`src/logic/axi_lite_pkg.sv`:
```
/*
 * AXI-Lite bus definitions shared by the slave front end and the top level.
 * Data and address widths, response codes, the master request struct,
 * the slave response struct and the slave FSM state type.
 */

`default_nettype none

package axi_lite_pkg;

    localparam int AXI_ADDR_W = 32;
    localparam int AXI_DATA_W = 32;
    localparam int AXI_STRB_W = AXI_DATA_W / 8;

    // Response codes on B and R
    typedef enum logic [1:0] {
        OKAY   = 2'b00,
        SLVERR = 2'b10
    } axi_resp_e;

    // Slave FSM, one transaction in flight at a time
    typedef enum logic [1:0] {
        idle       = 2'd0,
        write_data = 2'd1,
        write_resp = 2'd2,
        read_resp  = 2'd3
    } axi_slave_state_e;

    // Everything the master drives
    typedef struct packed {
        logic [AXI_ADDR_W-1:0] awaddr;
        logic                  awvalid;
        logic [AXI_DATA_W-1:0] wdata;
        logic [AXI_STRB_W-1:0] wstrb;
        logic                  wvalid;
        logic                  bready;
        logic [AXI_ADDR_W-1:0] araddr;
        logic                  arvalid;
        logic                  rready;
    } axi_lite_req_t;

    // Everything the slave drives
    typedef struct packed {
        logic                  awready;
        logic                  wready;
        axi_resp_e             bresp;
        logic                  bvalid;
        logic                  arready;
        logic [AXI_DATA_W-1:0] rdata;
        axi_resp_e             rresp;
        logic                  rvalid;
    } axi_lite_rsp_t;

endpackage

`default_nettype wire

```
`src/logic/clint_pkg.sv`:
```
/*
 * Interrupt controller definitions.
 * Register map, register widths, reset values, the default mtime tick
 * divider and the register access request and response structs.
 */

`default_nettype none

package clint_pkg;

    localparam int REG_ADDR_W = 32;
    localparam int REG_DATA_W = 32;
    localparam int REG_STRB_W = REG_DATA_W / 8;
    localparam int MTIME_W    = 64;

    // Register map, single hart, word aligned
    localparam logic [REG_ADDR_W-1:0] MSIP_ADDR        = 32'h0000_0000;
    localparam logic [REG_ADDR_W-1:0] MTIMECMP_LO_ADDR = 32'h0000_4000;
    localparam logic [REG_ADDR_W-1:0] MTIMECMP_HI_ADDR = 32'h0000_4004;
    localparam logic [REG_ADDR_W-1:0] MTIME_LO_ADDR    = 32'h0000_BFF8;
    localparam logic [REG_ADDR_W-1:0] MTIME_HI_ADDR    = 32'h0000_BFFC;

    // Compare at max so the timer interrupt stays quiet after reset
    localparam logic [MTIME_W-1:0] MTIMECMP_RESET = {MTIME_W{1'b1}};

    // Clock cycles per mtime increment
    localparam int MTIME_DIV_DEFAULT = 4;

    // Single-cycle register strobe from the bus slave
    typedef struct packed {
        logic                  wr_en;
        logic [REG_ADDR_W-1:0] addr;
        logic [REG_DATA_W-1:0] wdata;
        logic [REG_STRB_W-1:0] wstrb;
    } reg_req_t;

    // Combinational answer for the current address
    typedef struct packed {
        logic [REG_DATA_W-1:0] rdata;
        logic                  err;
    } reg_rsp_t;

endpackage

`default_nettype wire

```
`src/logic/axi_lite_slave_ctrl.sv`:
```
/*
 * AXI-Lite slave front end.
 * Four-state FSM that accepts one write or one read at a time, turns the
 * W handshake into a single-cycle register write strobe and registers the
 * read data and the B/R responses until the master takes them.
 */

`timescale 1ns/100ps
`default_nettype none

module axi_lite_slave_ctrl (
    input  logic                        clk,
    input  logic                        rst_n,
    input  axi_lite_pkg::axi_lite_req_t bus_req,
    output axi_lite_pkg::axi_lite_rsp_t bus_rsp,
    output clint_pkg::reg_req_t         reg_req,
    input  clint_pkg::reg_rsp_t         reg_rsp
);

    import axi_lite_pkg::*;

    axi_slave_state_e      state;
    logic [AXI_ADDR_W-1:0] awaddr_q;
    logic [AXI_DATA_W-1:0] rdata_q;
    axi_resp_e             rresp_q;
    axi_resp_e             bresp_q;

    logic aw_hs;
    logic w_hs;
    logic ar_hs;

    // Write address wins over a read address arriving in the same cycle
    assign aw_hs = (state == idle) && bus_req.awvalid;
    assign ar_hs = (state == idle) && bus_req.arvalid && !bus_req.awvalid;
    assign w_hs  = (state == write_data) && bus_req.wvalid;

    always_ff @(posedge clk) begin
        if (!rst_n) begin
            state <= idle;
        end else begin
            case (state)
                idle: begin
                    if (aw_hs) begin
                        state <= write_data;
                    end else if (ar_hs) begin
                        state <= read_resp;
                    end
                end
                write_data: begin
                    if (w_hs) begin
                        state <= write_resp;
                    end
                end
                write_resp: begin
                    if (bus_req.bready) begin
                        state <= idle;
                    end
                end
                read_resp: begin
                    if (bus_req.rready) begin
                        state <= idle;
                    end
                end
                default: begin
                    state <= idle;
                end
            endcase
        end
    end

    // Captured address, read data and responses
    always_ff @(posedge clk) begin
        if (aw_hs) begin
            awaddr_q <= bus_req.awaddr;
        end
        if (ar_hs) begin
            rdata_q <= reg_rsp.rdata;
            rresp_q <= reg_rsp.err ? SLVERR : OKAY;
        end
        if (w_hs) begin
            bresp_q <= reg_rsp.err ? SLVERR : OKAY;
        end
    end

    // Read address goes straight to the registers while idle
    assign reg_req.wr_en = w_hs;
    assign reg_req.addr  = (state == write_data) ? awaddr_q : bus_req.araddr;
    assign reg_req.wdata = bus_req.wdata;
    assign reg_req.wstrb = bus_req.wstrb;

    assign bus_rsp.awready = (state == idle);
    assign bus_rsp.arready = (state == idle) && !bus_req.awvalid;
    assign bus_rsp.wready  = (state == write_data);
    assign bus_rsp.bvalid  = (state == write_resp);
    assign bus_rsp.bresp   = bresp_q;
    assign bus_rsp.rvalid  = (state == read_resp);
    assign bus_rsp.rdata   = rdata_q;
    assign bus_rsp.rresp   = rresp_q;

    // Write response held under back-pressure
    assert property (@(posedge clk) disable iff (!rst_n)
        bus_rsp.bvalid && !bus_req.bready |=> bus_rsp.bvalid && $stable(bus_rsp.bresp))
    else $error("write response changed while stalled");

    // Read payload held under back-pressure
    assert property (@(posedge clk) disable iff (!rst_n)
        bus_rsp.rvalid && !bus_req.rready |=>
            bus_rsp.rvalid && $stable(bus_rsp.rdata) && $stable(bus_rsp.rresp))
    else $error("read response changed while stalled");

endmodule

`default_nettype wire

```
`src/logic/clint_regs.sv`:
```
/*
 * Interrupt controller register block.
 * msip and the two mtimecmp halves, address decode, byte-strobe merge on
 * writes, read-data selection including mtime, and error flagging for
 * unmapped addresses and for writes to the read-only mtime.
 */

`timescale 1ns/100ps
`default_nettype none

module clint_regs (
    input  logic                            clk,
    input  logic                            rst_n,
    input  clint_pkg::reg_req_t             reg_req,
    output clint_pkg::reg_rsp_t             reg_rsp,
    input  logic [clint_pkg::MTIME_W-1:0]   mtime,
    output logic [clint_pkg::MTIME_W-1:0]   mtimecmp,
    output logic                            soft_irq
);

    import clint_pkg::*;

    logic                 msip_q;
    logic [MTIME_W-1:0]   mtimecmp_q;

    logic sel_msip;
    logic sel_cmp_lo;
    logic sel_cmp_hi;
    logic sel_mtime;
    logic mapped;
    logic wr_ok;

    // Replace only the bytes enabled in the strobe
    function automatic logic [REG_DATA_W-1:0] merge_bytes(
        input logic [REG_DATA_W-1:0] old_val,
        input logic [REG_DATA_W-1:0] new_val,
        input logic [REG_STRB_W-1:0] strb
    );
        logic [REG_DATA_W-1:0] res;
        res = old_val;
        for (int i = 0; i < REG_STRB_W; i++) begin
            if (strb[i]) begin
                res[i*8 +: 8] = new_val[i*8 +: 8];
            end
        end
        return res;
    endfunction

    assign sel_msip   = (reg_req.addr == MSIP_ADDR);
    assign sel_cmp_lo = (reg_req.addr == MTIMECMP_LO_ADDR);
    assign sel_cmp_hi = (reg_req.addr == MTIMECMP_HI_ADDR);
    assign sel_mtime  = (reg_req.addr == MTIME_LO_ADDR) || (reg_req.addr == MTIME_HI_ADDR);
    assign mapped     = sel_msip || sel_cmp_lo || sel_cmp_hi || sel_mtime;

    // mtime is read only, so writing it is an error like an unmapped access
    assign reg_rsp.err = !mapped || (reg_req.wr_en && sel_mtime);
    assign wr_ok       = reg_req.wr_en && !reg_rsp.err;

    always_comb begin
        case (reg_req.addr)
            MSIP_ADDR:        reg_rsp.rdata = {{(REG_DATA_W-1){1'b0}}, msip_q};
            MTIMECMP_LO_ADDR: reg_rsp.rdata = mtimecmp_q[31:0];
            MTIMECMP_HI_ADDR: reg_rsp.rdata = mtimecmp_q[63:32];
            MTIME_LO_ADDR:    reg_rsp.rdata = mtime[31:0];
            MTIME_HI_ADDR:    reg_rsp.rdata = mtime[63:32];
            // Easy to spot on the bus
            default:          reg_rsp.rdata = {REG_DATA_W{1'b1}};
        endcase
    end

    always_ff @(posedge clk) begin
        if (!rst_n) begin
            msip_q     <= 1'b0;
            mtimecmp_q <= MTIMECMP_RESET;
        end else if (wr_ok) begin
            // Only bit 0 of msip exists, it sits in byte lane 0
            if (sel_msip && reg_req.wstrb[0]) begin
                msip_q <= reg_req.wdata[0];
            end
            if (sel_cmp_lo) begin
                mtimecmp_q[31:0] <= merge_bytes(mtimecmp_q[31:0], reg_req.wdata, reg_req.wstrb);
            end
            if (sel_cmp_hi) begin
                mtimecmp_q[63:32] <= merge_bytes(mtimecmp_q[63:32], reg_req.wdata, reg_req.wstrb);
            end
        end
    end

    assign mtimecmp = mtimecmp_q;
    assign soft_irq = msip_q;

    // A rejected mtime write must not leak into any register
    assert property (@(posedge clk) disable iff (!rst_n)
        reg_req.wr_en && sel_mtime |=> $stable(msip_q) && $stable(mtimecmp_q))
    else $error("write to mtime changed a register");

endmodule

`default_nettype wire

```
`src/logic/mtime_timer.sv`:
```
/*
 * Machine timer.
 * Tick prescaler, free-running 64-bit mtime counter and the
 * mtime >= mtimecmp compare that drives the timer interrupt.
 */

`timescale 1ns/100ps
`default_nettype none

module mtime_timer #(
    parameter int MTIME_DIV = clint_pkg::MTIME_DIV_DEFAULT
) (
    input  logic                          clk,
    input  logic                          rst_n,
    input  logic [clint_pkg::MTIME_W-1:0] mtimecmp,
    output logic [clint_pkg::MTIME_W-1:0] mtime,
    output logic                          timer_irq
);

    // Wide enough to hold MTIME_DIV - 1 for any divider of 1 or more
    logic [$clog2(MTIME_DIV+1)-1:0] div_cnt;
    logic [clint_pkg::MTIME_W-1:0]  mtime_q;
    logic                           tick;

    assign tick = (div_cnt == $bits(div_cnt)'(MTIME_DIV - 1));

    // Prescaler
    always_ff @(posedge clk) begin
        if (!rst_n) begin
            div_cnt <= '0;
        end else if (tick) begin
            div_cnt <= '0;
        end else begin
            div_cnt <= div_cnt + 1'b1;
        end
    end

    always_ff @(posedge clk) begin
        if (!rst_n) begin
            mtime_q <= '0;
        end else if (tick) begin
            mtime_q <= mtime_q + 1'b1;
        end
    end

    assign mtime     = mtime_q;
    assign timer_irq = (mtime_q >= mtimecmp);

    // Counter only moves forward
    assert property (@(posedge clk) disable iff (!rst_n)
        1'b1 |=> mtime_q >= $past(mtime_q))
    else $error("mtime went backwards");

endmodule

`default_nettype wire

```
`src/logic/clint_top.sv`:
```
/*
 * Interrupt controller top level.
 * Connects the AXI-Lite slave front end, the register block and the
 * machine timer, and exposes the timer and software interrupts.
 */

`timescale 1ns/100ps
`default_nettype none

module clint_top (
    input  logic                        clk,
    input  logic                        rst_n,
    input  axi_lite_pkg::axi_lite_req_t bus_req,
    output axi_lite_pkg::axi_lite_rsp_t bus_rsp,
    output logic                        timer_irq,
    output logic                        soft_irq
);

    import clint_pkg::*;

    reg_req_t           reg_req;
    reg_rsp_t           reg_rsp;
    logic [MTIME_W-1:0] mtime;
    logic [MTIME_W-1:0] mtimecmp;

    axi_lite_slave_ctrl i_slave (
        .clk     (clk),
        .rst_n   (rst_n),
        .bus_req (bus_req),
        .bus_rsp (bus_rsp),
        .reg_req (reg_req),
        .reg_rsp (reg_rsp)
    );

    clint_regs i_regs (
        .clk      (clk),
        .rst_n    (rst_n),
        .reg_req  (reg_req),
        .reg_rsp  (reg_rsp),
        .mtime    (mtime),
        .mtimecmp (mtimecmp),
        .soft_irq (soft_irq)
    );

    mtime_timer #(
        .MTIME_DIV (MTIME_DIV_DEFAULT)
    ) i_timer (
        .clk       (clk),
        .rst_n     (rst_n),
        .mtimecmp  (mtimecmp),
        .mtime     (mtime),
        .timer_irq (timer_irq)
    );

endmodule

`default_nettype wire

```
`config.mk`:
```
export PLATFORM = sky130hd
export DESIGN_NAME = clint_top
export DESIGN_NICKNAME = d
export VERILOG_FILES = /design/src/logic/axi_lite_pkg.sv /design/src/logic/clint_pkg.sv /design/src/logic/axi_lite_slave_ctrl.sv /design/src/logic/clint_regs.sv /design/src/logic/mtime_timer.sv /design/src/logic/clint_top.sv
export SDC_FILE = /design/constraint.sdc
export NUM_CORES = 1
export LEC_CHECK = 0
export BUFFER_PORTS_ARGS = -buffer_cell sky130_fd_sc_hd__buf_2
export CORE_UTILIZATION = 60
export CTS_BUF_LIST = sky130_fd_sc_hd__clkbuf_16
export CTS_CLUSTER_SIZE = 20
export DETAILED_ROUTE_END_ITERATION = 16
export PLACE_DENSITY = 0.87
export SYNTH_ARGS = -nofsm -noshare
export SYNTH_HDL_FRONTEND = slang
export SYNTH_HIERARCHICAL = 1
export SYNTH_SLANG_ARGS = --single-unit
export TNS_END_PERCENT = 30
```
`constraint.sdc`:
```
create_clock -name clk -period 5.3 [get_ports clk]
set_clock_uncertainty 0.1 [all_clocks]
set_input_delay 1.325 -clock clk [delete_from_list [all_inputs] [get_ports clk]]
set_output_delay 1.325 -clock clk [all_outputs]
set_load 0.05 [all_outputs]
```
==> results.sh <==
export IMPL_synth_cell_types=65
export IMPL_design_area_um2=13100
export IMPL_final_util_pct=67.1
export IMPL_holdPathStages=1
export IMPL_floorplan_io_pins=150
export IMPL_nFillCells=1399
export IMPL_die_h_um=144
export IMPL_synthFlopType="dfxtp_1"
export IMPL_avgRoutedWirePerCell_um=19.4
export IMPL_arrival_ns=2.96
export IMPL_max_vdd_ir_drop_mv=0.225
export IMPL_dr_pass1_iters=5
export IMPL_final_common_cell="buf_2"
export IMPL_reg2regPathDepth=8
export IMPL_clk_latency_ns=0.44
export IMPL_cts_resized=0
export IMPL_grt_overflow_total=0
export IMPL_dp_hpwl_um=21600
export IMPL_tightest_slew_ns=1.12
export IMPL_rr_endpoint="i_slave/rdata_q[16]"
export IMPL_hold_viol_final=0
export IMPL_drv_slew=0
export IMPL_antenna_found_initial=1
export IMPL_tritoncts="built"
export IMPL_cts_buffer_depth=2
export IMPL_gr_usage_all_layers_pct=30.0
export IMPL_outcome="finished, final reports clean"
export IMPL_vias_per_cell=6.13
export IMPL_gp_congestion=0.912
export IMPL_grt_setup_unrepaired="no"
export IMPL_hold_end="i_timer/div_cnt[0]"
export IMPL_portBuffers=147
export IMPL_drtAntennaViolNets=0
export IMPL_critical_path_max_stage_delay_ns=0.44
export IMPL_fin_nets=1440
export IMPL_worst_hold_path_type="reg2reg"
export IMPL_slowest_stage="dfxtp_1"
export IMPL_yosysSeqAreaShare_pct=38.7
export IMPL_worst_setup_path_end_kind="output port"
export IMPL_start_util_pct=61.6
export IMPL_grt_max_degree=106
export IMPL_vias=9469
export IMPL_p_per_area_nw_per_um2=255
export IMPL_cp_max_fo=5
export IMPL_clk_pin_slew_ns=0.07
export IMPL_synth_area_um2=12100
export IMPL_fp_row_count=51
export IMPL_fmax_mhz=228
export IMPL_postPlaceCellArea_um2=12500
export IMPL_ys_async_sr_fraction_pct=0
export IMPL_hp_start="i_timer/div_cnt[0]"
export IMPL_drt_iter0_markers=872
export IMPL_reg2reg_slack_ns=1.18
export IMPL_startpoint_type="flop"
export IMPL_required_ns=3.88
export IMPL_finalSetupViolations=0
export IMPL_reg2reg_from="i_slave/state[0]"
export IMPL_critical_path_cell_chain="inv_1, ha_1, nand2b_1, a2111oi_0, o31ai_1, a31o_2, a211oi_1, o21ai_0, buf_2"
export IMPL_cts_setup_buffers=0
export IMPL_yosys_warnings=6
export IMPL_period_share_pct=82.7
export IMPL_core_um2=19600
export IMPL_leakage_nw=5.80
export IMPL_synth_edf_count=66
export IMPL_grt_pass1_vias=9279
export IMPL_relSlewSlack_pct=25.6
export IMPL_clockRootBuffer="clkbuf_16"
export IMPL_area_growth_pct=8.97
export IMPL_drt_wl_total_um=30000
export IMPL_dieArea_um2=20700
export IMPL_max_cap_violations=0
export IMPL_cts_inserted_buffers=17
export IMPL_syn_avg_cell_area_um2=10.2
export IMPL_cts_num_sinks=200
export IMPL_grt_pass1_wl_um=47300
export IMPL_yosys_register_bits=200
export IMPL_worstSetupPathType="reg2out"
export IMPL_drc=0
export IMPL_syn_inst=1186
export IMPL_layout_drive_gt1_share_pct=23.9
export IMPL_dieWidth_um=144
export IMPL_finalCriticalPeriod_ns=4.38
export IMPL_setup_tns_ns=0
export IMPL_htreeDepth=4
export IMPL_final_cell_mix="147 x buf_2, 134 x dfxtp_1, 96 x nor2b_1, 75 x inv_1, 72 x nor2_1"
export IMPL_hold_buffers=0
[registers in the layout, summed over array words and instances (netlist names)]
signal            flops
i_slave/awaddr_q     32
i_regs/mtimecmp      64
i_slave/rdata_q      32
i_timer/mtime        64
i_slave/bresp_q       1
i_slave/rresp_q       1
i_slave/state         2
i_timer/div_cnt       3
i_regs/soft_irq       1
[cells in the mapped netlist (all sizes together) (4+ instances only)]
library cell / instances / share of area, %
a21oi: 39 / 1.6
a22oi: 32 / 2.0
and2: 10 / 0.53
and3: 11 / 0.57
and4: 20 / 1.5
buf: 78 / 5.4
clkbuf: 18 / 0.57
dfxtp: 134 / 22
edfxtp: 66 / 16
ha: 67 / 7.0
inv: 74 / 2.3
mux2: 64 / 6.8
mux2i: 68 / 5.6
nand2: 50 / 1.6
nand3: 57 / 2.4
nand4: 44 / 2.9
nor2: 73 / 2.3
nor2b: 97 / 5.1
nor3: 8 / 0.33
nor4: 21 / 1.9
o21ai: 20 / 0.83
o22ai: 34 / 3.3
o31ai: 4 / 0.25
or3: 12 / 0.62
xnor2: 25 / 1.8
xor2: 23 / 1.7
[worst max-delay path: cells and delay by family, from the launching register on]
family          cells  cell delay (ns)
compound gates      5             1.29
fa+ha+maj           1             0.28
buf+inv             2             0.36
flops               1             0.44
simple gates        1             0.14
[routing by layer]
| layer | wire (µm) | track usage, % | vias up |
|---|---|---|---|
| met2 | 13900 | 48.4 | 519 |
| met3 | 3000 | 6.46 | 86 |
| met4 | 1050 | 14.9 | 0 |
| met5 | 0 | 0 | - |
| met1 | 12000 | 38.0 | 4479 |
| li1 | - | - | 4385 |
[final cells by class]
type,instances,area [µm²],share of cell area [%]
clock inverter,10,105,0.800
inverter,74,278,2.11
multi-input combinational,817,6410,48.8
clock buffer,22,551,4.19
sequential,200,4660,35.5
tap,265,332,2.52
antenna,1,2.50,0.0190
timing repair buffer,156,803,6.11
[where the power goes]
| group | total [W] | switching, W | internal, W |
|---|---|---|---|
| sequential | 0.00163 | 0.0000138 | 0.00162 |
| clock | 0.00142 | 0.000582 | 0.000834 |
| combinational | 0.000307 | 0.000180 | 0.000127 |
[logic make-up after synthesis]
group,after synthesis,share of synthesized area (%)
and+or+nand+nor,418,20.7
adders and majority gates,67,6.95
DFF,200,38.7
AOI/OAI and AO/OA,150,9.40
muxes,132,12.5
other,1,0.0311
xor gates and xnor gates,48,3.49
buffers and inverters,170,8.24
[per-stage QoR]
| stage | total power, W | std cells | worst slack, ns | hold WS [ns] |
|---|---|---|---|---|
| floorplan | 0.00192 | 1187 | 1.37 | 0.297 |
| global placement | 0.00196 | 1512 | 1.28 | 0.313 |
| detailed placement | 0.00197 | 1512 | 1.22 | 0.316 |
| CTS | 0.00336 | 1544 | 0.938 | 0.325 |
| global route | 0.00343 | 1544 | 0.756 | 0.343 |
| finish | 0.00335 | 1545 | 0.916 | 0.322 |
[worst max path at each step]
| stage | startpoint | to | slack, ns | cells past startpoint |
|---|---|---|---|---|
| 2_1_floorplan | i_regs/mtimecmp[55] | timer_irq | 1.37 | 6 |
| 3_3_place_gp | i_slave/state[0] | i_slave/rdata_q[16] | 1.28 | 8 |
| 3_5_place_dp | i_slave/state[0] | i_slave/rdata_q[16] | 1.22 | 8 |
| 4_1_cts | i_timer/mtime[0] | timer_irq | 0.94 | 9 |
| 5_1_grt | i_timer/mtime[42] | timer_irq | 0.76 | 8 |
| 6_report | i_timer/mtime[0] | timer_irq | 0.92 | 9 |
No activity file was read; power rests on OpenSTA's default activity.
